$ cat src/rtl/cpu_settings.svh
`ifndef CPU_SETTINGS_SVH
`define CPU_SETTINGS_SVH

// Data and address width
`define CPU_XLEN 32

// General purpose registers, r0 hardwired to zero
`define CPU_REG_NUM 32

// Boot vector, kseg1 start of the boot ROM
`define CPU_RESET_PC 32'hBFC00000

`endif

$ cat src/rtl/cpu_pkg.sv
`include "cpu_settings.svh"

package cpu_pkg;

    typedef logic [`CPU_XLEN-1:0] word_t; // Data or address word
    typedef logic [4:0] reg_id_t;
    typedef logic [31:0] instr_t;

    // ALU operations for the kept integer subset
    typedef enum logic [3:0] {
        alu_add,
        alu_sub,
        alu_and,
        alu_or,
        alu_xor,
        alu_nor,
        alu_slt,
        alu_sltu,
        alu_sll,
        alu_srl,
        alu_sra,
        alu_lui
    } alu_op_e;

    // Wishbone classic read, one transfer at a time
    typedef enum logic {
        fetch_idle,
        fetch_wait_ack
    } fetch_state_e;

endpackage

$ cat src/rtl/fetch_stage.sv
`timescale 1ns/100ps
`include "cpu_settings.svh"

module fetch_stage (
    input  logic            Clk,
    input  logic            Myreset,
    input  cpu_pkg::instr_t i_wb_dat,
    input  logic            i_wb_ack,
    output logic            o_wb_cyc,
    output logic            o_wb_stb,
    output cpu_pkg::word_t  o_wb_adr,
    output cpu_pkg::instr_t o_instr,
    output cpu_pkg::word_t  o_pc,
    output logic            o_valid
);

    cpu_pkg::fetch_state_e state;
    cpu_pkg::word_t        pc;
    logic                  ack_fire;

    assign ack_fire = (state == cpu_pkg::fetch_wait_ack) && i_wb_ack;

    // One read in flight, one idle cycle between reads
    always_ff @(posedge Clk) begin
        if (Myreset) begin
            state <= cpu_pkg::fetch_idle;
            pc    <= `CPU_RESET_PC;
        end else begin
            case (state)
                cpu_pkg::fetch_idle: begin
                    state <= cpu_pkg::fetch_wait_ack;
                end
                cpu_pkg::fetch_wait_ack: begin
                    if (i_wb_ack) begin
                        state <= cpu_pkg::fetch_idle;
                        pc    <= pc + cpu_pkg::word_t'(4); // Sequential only
                    end
                end
                default: begin
                    state <= cpu_pkg::fetch_idle;
                end
            endcase
        end
    end

    // Bus outputs decoded from state, address held until ack
    assign o_wb_cyc = (state == cpu_pkg::fetch_wait_ack);
    assign o_wb_stb = (state == cpu_pkg::fetch_wait_ack);
    assign o_wb_adr = pc;

    // Instruction register
    always_ff @(posedge Clk) begin
        if (Myreset) begin
            o_valid <= 1'b0;
        end else begin
            o_valid <= ack_fire; // One cycle pulse per fetched word
        end
    end

    always_ff @(posedge Clk) begin
        if (ack_fire) begin
            o_instr <= i_wb_dat;
            o_pc    <= pc;
        end
    end

endmodule

$ cat src/rtl/reg_file.sv
`timescale 1ns/100ps
`include "cpu_settings.svh"

module reg_file (
    input  logic             Clk,
    input  logic             Myreset,
    input  cpu_pkg::reg_id_t i_rs_id,
    input  cpu_pkg::reg_id_t i_rt_id,
    input  logic             i_we,
    input  cpu_pkg::reg_id_t i_wr_id,
    input  cpu_pkg::word_t   i_wr_data,
    output cpu_pkg::word_t   o_rs_data,
    output cpu_pkg::word_t   o_rt_data
);

    cpu_pkg::word_t regs [`CPU_REG_NUM];

    always_ff @(posedge Clk) begin
        if (Myreset) begin
            for (int i = 0; i < `CPU_REG_NUM; i++) begin
                regs[i] <= '0;
            end
        end else if (i_we && (i_wr_id != '0)) begin
            regs[i_wr_id] <= i_wr_data;
        end
    end

    // r0 reads zero, same-cycle write is passed through
    assign o_rs_data = (i_rs_id == '0) ? '0 :
                       (i_we && (i_wr_id == i_rs_id)) ? i_wr_data :
                       regs[i_rs_id];

    assign o_rt_data = (i_rt_id == '0) ? '0 :
                       (i_we && (i_wr_id == i_rt_id)) ? i_wr_data :
                       regs[i_rt_id];

endmodule

$ cat src/rtl/decode_stage.sv
`timescale 1ns/100ps

module decode_stage (
    input  logic              Clk,
    input  logic              Myreset,
    input  cpu_pkg::instr_t   i_instr,
    input  cpu_pkg::word_t    i_pc,
    input  logic              i_valid,
    input  cpu_pkg::word_t    i_rs_data,
    input  cpu_pkg::word_t    i_rt_data,
    input  logic              i_ex_wen,
    input  cpu_pkg::reg_id_t  i_ex_rd,
    input  cpu_pkg::word_t    i_ex_result,
    output cpu_pkg::reg_id_t  o_rs_id,
    output cpu_pkg::reg_id_t  o_rt_id,
    output cpu_pkg::alu_op_e  o_alu_op,
    output cpu_pkg::word_t    o_op_a,
    output cpu_pkg::word_t    o_op_b,
    output cpu_pkg::reg_id_t  o_rd,
    output logic              o_wen,
    output cpu_pkg::word_t    o_pc,
    output logic              o_valid
);

    logic [5:0]       opcode;
    logic [5:0]       funct;
    logic [4:0]       shamt;
    logic [15:0]      imm;
    cpu_pkg::reg_id_t rd_field;
    cpu_pkg::alu_op_e alu_op;
    logic             known;
    logic             is_rtype;
    logic             is_shift;
    logic             sign_ext;
    cpu_pkg::word_t   rs_fwd;
    cpu_pkg::word_t   rt_fwd;
    cpu_pkg::word_t   imm_ext;
    cpu_pkg::reg_id_t dest;

    assign opcode   = i_instr[31:26];
    assign o_rs_id  = i_instr[25:21];
    assign o_rt_id  = i_instr[20:16];
    assign rd_field = i_instr[15:11];
    assign shamt    = i_instr[10:6];
    assign funct    = i_instr[5:0];
    assign imm      = i_instr[15:0];

    always_comb begin
        alu_op   = cpu_pkg::alu_add;
        known    = 1'b1;
        is_rtype = 1'b0;
        is_shift = 1'b0;
        sign_ext = 1'b0;
        if (opcode == 6'b000000) begin // SPECIAL
            is_rtype = 1'b1;
            case (funct)
                6'b000000: begin alu_op = cpu_pkg::alu_sll; is_shift = 1'b1; end
                6'b000010: begin alu_op = cpu_pkg::alu_srl; is_shift = 1'b1; end
                6'b000011: begin alu_op = cpu_pkg::alu_sra; is_shift = 1'b1; end
                6'b100001: alu_op = cpu_pkg::alu_add;
                6'b100011: alu_op = cpu_pkg::alu_sub;
                6'b100100: alu_op = cpu_pkg::alu_and;
                6'b100101: alu_op = cpu_pkg::alu_or;
                6'b100110: alu_op = cpu_pkg::alu_xor;
                6'b100111: alu_op = cpu_pkg::alu_nor;
                6'b101010: alu_op = cpu_pkg::alu_slt;
                6'b101011: alu_op = cpu_pkg::alu_sltu;
                default:   known = 1'b0;
            endcase
        end else begin
            case (opcode)
                6'b001001: begin alu_op = cpu_pkg::alu_add;  sign_ext = 1'b1; end
                6'b001010: begin alu_op = cpu_pkg::alu_slt;  sign_ext = 1'b1; end
                6'b001011: begin alu_op = cpu_pkg::alu_sltu; sign_ext = 1'b1; end
                6'b001100: alu_op = cpu_pkg::alu_and;
                6'b001101: alu_op = cpu_pkg::alu_or;
                6'b001110: alu_op = cpu_pkg::alu_xor;
                6'b001111: alu_op = cpu_pkg::alu_lui;
                default:   known = 1'b0;
            endcase
        end
    end

    // Execute result wins over the register file
    assign rs_fwd = (i_ex_wen && (i_ex_rd != '0) && (i_ex_rd == o_rs_id)) ?
                    i_ex_result : i_rs_data;
    assign rt_fwd = (i_ex_wen && (i_ex_rd != '0) && (i_ex_rd == o_rt_id)) ?
                    i_ex_result : i_rt_data;

    assign imm_ext = sign_ext ? cpu_pkg::word_t'($signed(imm)) : cpu_pkg::word_t'(imm);
    assign dest    = is_rtype ? rd_field : o_rt_id;

    always_ff @(posedge Clk) begin
        if (Myreset) begin
            o_valid <= 1'b0;
            o_wen   <= 1'b0;
        end else begin
            o_valid <= i_valid;
            o_wen   <= i_valid && known && (dest != '0); // Bubble otherwise
        end
    end

    always_ff @(posedge Clk) begin
        o_alu_op <= alu_op;
        o_op_a   <= is_shift ? cpu_pkg::word_t'(shamt) : rs_fwd;
        o_op_b   <= is_rtype ? rt_fwd : imm_ext;
        o_rd     <= dest;
        o_pc     <= i_pc;
    end

endmodule

$ cat src/rtl/execute_stage.sv
`timescale 1ns/100ps

module execute_stage (
    input  logic              Clk,
    input  logic              Myreset,
    input  cpu_pkg::alu_op_e  i_alu_op,
    input  cpu_pkg::word_t    i_op_a,
    input  cpu_pkg::word_t    i_op_b,
    input  cpu_pkg::reg_id_t  i_rd,
    input  logic              i_wen,
    input  cpu_pkg::word_t    i_pc,
    input  logic              i_valid,
    output cpu_pkg::word_t    o_ex_result,
    output logic              o_ex_wen,
    output cpu_pkg::word_t    o_wb_pc,
    output cpu_pkg::reg_id_t  o_wb_rd,
    output cpu_pkg::word_t    o_wb_data,
    output logic              o_wb_wen
);

    cpu_pkg::word_t result;
    logic [4:0]     sa;

    assign sa = i_op_a[4:0]; // Shift amount from shamt

    always_comb begin
        case (i_alu_op)
            cpu_pkg::alu_add:  result = i_op_a + i_op_b;
            cpu_pkg::alu_sub:  result = i_op_a - i_op_b;
            cpu_pkg::alu_and:  result = i_op_a & i_op_b;
            cpu_pkg::alu_or:   result = i_op_a | i_op_b;
            cpu_pkg::alu_xor:  result = i_op_a ^ i_op_b;
            cpu_pkg::alu_nor:  result = ~(i_op_a | i_op_b);
            cpu_pkg::alu_slt:  result = cpu_pkg::word_t'($signed(i_op_a) < $signed(i_op_b));
            cpu_pkg::alu_sltu: result = cpu_pkg::word_t'(i_op_a < i_op_b);
            cpu_pkg::alu_sll:  result = i_op_b << sa;
            cpu_pkg::alu_srl:  result = i_op_b >> sa;
            cpu_pkg::alu_sra:  result = cpu_pkg::word_t'($signed(i_op_b) >>> sa);
            cpu_pkg::alu_lui:  result = i_op_b << 16; // Immediate to upper half
            default:           result = '0;
        endcase
    end

    // Forwarding source for decode
    assign o_ex_result = result;
    assign o_ex_wen    = i_valid && i_wen;

    // Writeback register
    always_ff @(posedge Clk) begin
        if (Myreset) begin
            o_wb_wen <= 1'b0;
        end else begin
            o_wb_wen <= o_ex_wen;
        end
    end

    always_ff @(posedge Clk) begin
        o_wb_pc   <= i_pc;
        o_wb_rd   <= i_rd;
        o_wb_data <= result;
    end

endmodule

$ cat src/rtl/cpu_top.sv
`timescale 1ns/100ps

module cpu_top (
    input  logic             Clk,
    input  logic             Myreset,
    input  cpu_pkg::instr_t  i_wb_dat,
    input  logic             i_wb_ack,
    output logic             o_wb_cyc,
    output logic             o_wb_stb,
    output cpu_pkg::word_t   o_wb_adr,
    output cpu_pkg::word_t   o_debug_wb_pc,
    output logic [3:0]       o_debug_wb_rf_wen,
    output cpu_pkg::reg_id_t o_debug_wb_rf_wnum,
    output cpu_pkg::word_t   o_debug_wb_rf_wdata
);

    // Fetch to decode
    cpu_pkg::instr_t  f_instr;
    cpu_pkg::word_t   f_pc;
    logic             f_valid;

    // Decode to register file
    cpu_pkg::reg_id_t rs_id;
    cpu_pkg::reg_id_t rt_id;
    cpu_pkg::word_t   rs_data;
    cpu_pkg::word_t   rt_data;

    // Decode to execute
    cpu_pkg::alu_op_e d_alu_op;
    cpu_pkg::word_t   d_op_a;
    cpu_pkg::word_t   d_op_b;
    cpu_pkg::reg_id_t d_rd;
    logic             d_wen;
    cpu_pkg::word_t   d_pc;
    logic             d_valid;

    // Execute forwarding and writeback
    cpu_pkg::word_t   ex_result;
    logic             ex_wen;
    cpu_pkg::word_t   wb_pc;
    cpu_pkg::reg_id_t wb_rd;
    cpu_pkg::word_t   wb_data;
    logic             wb_wen;

    fetch_stage u_fetch (
        .Clk, .Myreset, .i_wb_dat, .i_wb_ack, .o_wb_cyc, .o_wb_stb, .o_wb_adr,
        .o_instr(f_instr), .o_pc(f_pc), .o_valid(f_valid)
    );

    reg_file u_rf (
        .Clk, .Myreset, .i_rs_id(rs_id), .i_rt_id(rt_id),
        .i_we(wb_wen), .i_wr_id(wb_rd), .i_wr_data(wb_data),
        .o_rs_data(rs_data), .o_rt_data(rt_data)
    );

    decode_stage u_decode (
        .Clk, .Myreset, .i_instr(f_instr), .i_pc(f_pc), .i_valid(f_valid),
        .i_rs_data(rs_data), .i_rt_data(rt_data),
        .i_ex_wen(ex_wen), .i_ex_rd(d_rd), .i_ex_result(ex_result),
        .o_rs_id(rs_id), .o_rt_id(rt_id), .o_alu_op(d_alu_op),
        .o_op_a(d_op_a), .o_op_b(d_op_b), .o_rd(d_rd), .o_wen(d_wen),
        .o_pc(d_pc), .o_valid(d_valid)
    );

    execute_stage u_execute (
        .Clk, .Myreset, .i_alu_op(d_alu_op), .i_op_a(d_op_a), .i_op_b(d_op_b),
        .i_rd(d_rd), .i_wen(d_wen), .i_pc(d_pc), .i_valid(d_valid),
        .o_ex_result(ex_result), .o_ex_wen(ex_wen),
        .o_wb_pc(wb_pc), .o_wb_rd(wb_rd), .o_wb_data(wb_data), .o_wb_wen(wb_wen)
    );

    // Trace straight from the writeback register
    assign o_debug_wb_pc       = wb_pc;
    assign o_debug_wb_rf_wen   = {4{wb_wen}};
    assign o_debug_wb_rf_wnum  = wb_rd;
    assign o_debug_wb_rf_wdata = wb_data;

endmodule

$ cat config.mk
export PLATFORM = sky130hd
export DESIGN_NAME = cpu_top
export DESIGN_NICKNAME = d
export VERILOG_FILES = /design/src/rtl/cpu_pkg.sv /design/src/rtl/fetch_stage.sv /design/src/rtl/reg_file.sv /design/src/rtl/decode_stage.sv /design/src/rtl/execute_stage.sv /design/src/rtl/cpu_top.sv
export VERILOG_INCLUDE_DIRS = /design/src /design/src/rtl
export SDC_FILE = /design/constraint.sdc
export NUM_CORES = 2
export LEC_CHECK = 0
export BUFFER_PORTS_ARGS = -buffer_cell sky130_fd_sc_hd__buf_4
export CORE_UTILIZATION = 30
export CTS_CLUSTER_DIAMETER = 120
export DETAILED_ROUTE_END_ITERATION = 8
export GPL_TIMING_DRIVEN = 1
export SYNTH_ARGS = -nofsm -noshare
export SYNTH_HDL_FRONTEND = slang
export SYNTH_SLANG_ARGS = --single-unit
export TNS_END_PERCENT = 30
$ cat constraint.sdc
create_clock -name Clk -period 12.8 [get_ports Clk]
set_input_delay 1.92 -clock Clk [delete_from_list [all_inputs] [get_ports Clk]]
set_output_delay 1.92 -clock Clk [all_outputs]
set_load 0.1 [all_outputs]
==> flow_metrics.py <==
metrics = {
    "place": {
        "hpwlAfterDp_um": 190000,
        "portBuffers": 137,
        "dp.cells": 8308,
        "dp_slack_ps": 7410,
        "gp_congestion": 1.01,
    },
    "layout": {
        "layout.cells.non_filler": 8582,
        "fin_nets": 5412,
        "final-seq-area_um2": 37000,
        "area_growth_pct": 12.3,
        "fill_cells": 23201,
        "drive_above_1_share": 0.248,
        "multi_input_area_um2": 33800,
    },
    "synth": {
        "syn-mean-instance-area_um2": 13.6,
        "syn-cell-area_um2": 72900,
        "synthDistinctLibCells": 92,
        "ys_seq_elements": 1301,
        "syn_inst": 5356,
        "async_flop_share": 0,
        "synth-seq-area-share": 0.506,
        "yosys_warnings": 0,
        "synthTopCellsByArea": "edfxtp_1 (45%), mux4_2 (22%), and2_1 (8.6%)",
        "synth_flop_cell": "edfxtp_1",
        "synth_top_cell_by_area": "edfxtp_1",
        "yosysTopAreaCellShare": 0.447,
        "synth_edf_count": 1086,
    },
    "power_and_ir_drop": {
        "ir_drop_mv": 0.145,
        "p_leak_uw": 0.0291,
        "power_density_nw_per_um2": 150,
    },
    "sta": {
        "max_freq_mhz": 179,
        "fin_skew_ps": 41.5,
        "worst_slew_pin_slew_ps": 1590,
        "relSlewSlack": -0.0662,
        "finalHoldViolations": 0,
        "tns_ps": 0,
        "setup_viol": 0,
        "holdWs_ps": 321,
        "final-max-slew-violation-count": 5,
        "layout_setup_ws_ps": 7220,
        "finalWorstPathRequiredPeriod_ps": 5580,
        "fin_crit_sh": 0.436,
        "rsz0062_at_grt": "false",
    },
    "cts": {
        "cts_setup_buffers": 0,
        "numCtsBuffers": 144,
        "post_cts_resized": 0,
        "clkTransAtPathRegs_ps": 60,
        "clock-root-buffer": "clkbuf_16",
        "insertion_delay_ps": 830,
        "htree_levels": 4,
        "cts_max_path_buffers": 3,
        "cts_tree": "done",
        "ctsHoldBuffers": 0,
        "cts_sinks": 1301,
    },
    "global_route": {
        "antenna_found_initial": 22,
        "grt_max_degree": 96,
        "grt_overflow": 0,
        "grt_pass1_vias": 47279,
        "grt_pass1_wl_um": 382000,
        "track_usage": 0.221,
    },
    "worst_setup_path": {
        "crit_chain": "inv_1, ha_1, inv_1, fa_1, nand2b_1, a211oi_1, o311a_1, o22ai_1, a311oi_1, o22ai_1, a21oi_1, o311ai_1, a221o_1",
        "reg2reg_from": "u_decode.o_op_a[0]$_DFF_P_",
        "arrival_ps": 6310,
        "rr_worst_depth": 13,
        "critPathCaptureType": "flip-flop",
        "crit_path_max_fanout": 43,
        "reg2reg_to": "u_decode.o_op_a[0]$_DFF_P_",
        "worstSetupStartpointType": "flip-flop",
        "setup.worst_path.class": "reg2reg",
        "cp_slowest_cell": "o311ai_1",
        "crit_required_ps": 13530,
        "r2r_setup_slack_ps": 7220,
        "cp_slowest_stage_delay_ps": 1120,
    },
    "route": {
        "vias": 49977,
        "ant_nets": 1,
        "finalWirelength_um": 275000,
        "drc_errors": 0,
        "dr.pass1.iters": 7,
        "drt-initial-drc-count": 7621,
        "post_drt_wl_per_cell_um": 32.0,
        "viasPerCell": 5.82,
    },
    "floorplanning": {
        "core_um2": 241000,
        "die_w_um": 495,
        "num_rows": 180,
        "fp.dieH_um": 495,
        "die_area_um2": 245000,
        "initial_core_util": 0.302,
        "ios": 142,
    },
    "min_path": {
        "worstHoldStart": "u_decode.o_pc[25]$_DFF_P_",
        "hold_path.class": "reg2reg",
        "min_to": "u_execute.o_wb_pc[25]$_DFF_P_",
        "holdPathStages": 0,
    },
    "flow_run": {
        "maxCapViolCount": 1,
    },
    "status": {
        "status": "finished with violations",
        "violations": "antenna violations, max-capacitance violations, max-slew violations",
    },
}
## layout make-up
cell class,count,area share
Antenna cell,12,0.000367
Clock buffer,191,0.0484
Multi-Input combinational cell,3435,0.412
Timing Repair Buffer,266,0.0250
Clock inverter,69,0.00786
Tap cell,3185,0.0487
Inverter,123,0.00566
Sequential cell,1301,0.452
## flip-flops by register name, indices dropped and copies added (netlist names), 4 cells and up, named ones only
signal and count:
u_rf.regs 1024, u_decode.o_op_a 32, u_decode.o_op_b 32, u_execute.o_wb_data 32, u_fetch.o_instr 32, u_decode.o_pc 30, u_execute.o_wb_pc 30, u_fetch.o_pc 30
u_fetch.o_wb_adr 30, u_decode.o_rd 5, u_execute.o_wb_rd 5, u_decode.o_alu_op 4
## layer usage
metal,up-vias,share of wire,track usage
li1,20224,-,-
met1,26058,0.40,0.303
met2,3234,0.43,0.319
met3,451,0.11,0.0603
met4,10,0.056,0.110
met5,-,0.00021,0
## worst max-delay path: cells and delay by family, from the launching register on
family,cells,cell delay [ps]
AOI/OAI and AO/OA,8,3290
adders and majority gates,2,770
and+or+nand+nor,1,130
DFF,1,540
buffers and inverters,2,720
## worst max path at each step
stage                                          start                                 to  cells past startpoint
final                     u_decode.o_op_a[0]$_DFF_P_         u_decode.o_op_a[0]$_DFF_P_                     13
after global routing      u_decode.o_op_a[0]$_DFF_P_         u_decode.o_op_a[0]$_DFF_P_                     13
after CTS                 u_decode.o_op_a[0]$_DFF_P_     u_decode.o_op_a[13]$_SDFF_PP0_                     10
after detailed placement  u_decode.o_op_a[0]$_DFF_P_     u_decode.o_op_a[13]$_SDFF_PP0_                     10
after global placement                      i_wb_ack  u_fetch.o_wb_adr[28]$_SDFFE_PP1P_                     10
after floorplan                             i_wb_ack       u_fetch.o_instr[0]$_DFFE_PP_                      3
## metrics by stage
step                       util  cell area [um2]  power, uW
after global routing      0.340            81800      12500
after detailed placement  0.320            77200       8100
final                     0.340            81800      12300
after CTS                 0.339            81800      12200
after global placement    0.320            77200       8080
after floorplan               -            73000       6770
## Yosys cell counts, types with 17 or more instances
cell and instances:
nand4_1 25, nor2_1 255, nand2_1 179, nand2b_1 29
xor2_1 31, a22oi_1 23, or3_1 21, o22ai_1 28
mux2_2 31, or2_2 41, clkbuf_1 393, buf_2 63
ha_1 104, o21ai_0 110, a221o_1 25, edfxtp_1 1086
a221oi_1 25, dfxtp_1 215, xnor2_1 17, inv_1 120
a211oi_1 36, a21oi_1 187, nor3_1 50, buf_1 54
a21o_1 22, o31ai_1 19, and2_1 1000, mux4_2 696
mux2i_1 125, o211ai_1 18, o221ai_1 22, nand3_1 41
## layout by cell type (no fill, tap or decap), types with 21 or more instances in the layout
cell / instances
nor2_4: 31
xor2_1: 31
a22oi_1: 23
nand2_1: 179
or3_1: 21
ha_1: 104
mux4_2: 696
nand4_1: 25
mux2i_1: 125
a21o_1: 22
nand3_1: 40
o221ai_1: 22
o22ai_1: 28
a221oi_1: 25
nand2b_1: 29
nor3_1: 46
a211oi_1: 36
edfxtp_1: 1086
inv_1: 120
or2_2: 41
clkbuf_1: 36
a221o_1: 25
dfxtp_1: 194
a21oi_1: 187
o21ai_0: 109
and2_1: 1000
mux2_2: 31
conb_1: 36
clkinv_2: 26
nor2_1: 224
buf_4: 260
clkbuf_16: 150
## power breakdown
part	internal (uW)	switching [uW]	total, uW	leakage (uW)
sequential	4770	226	5000	0.0129
combinational	898	2200	3100	0.0139
clock	2330	1820	4160	0.00225
total	8000	4250	12300	0.0291
## kinds of logic (layout without fill, tap and decap cells)
group                    Yosys count  in the layout  share of synthesized area
AND/OR/NAND/NOR                 1726           1726                      0.133
flip-flops                      1301           1301                      0.506
multiplexers                     854            854                      0.238
AO/OA/AOI/OAI                    665            665                     0.0624
buffers and inverters            655            649                     0.0363
adder cells (fa/ha/maj)          106            106                     0.0184
XOR/XNOR                          48             48                    0.00577
other                              1             48                  0.0000514
(Power assumes the default switching activity.)
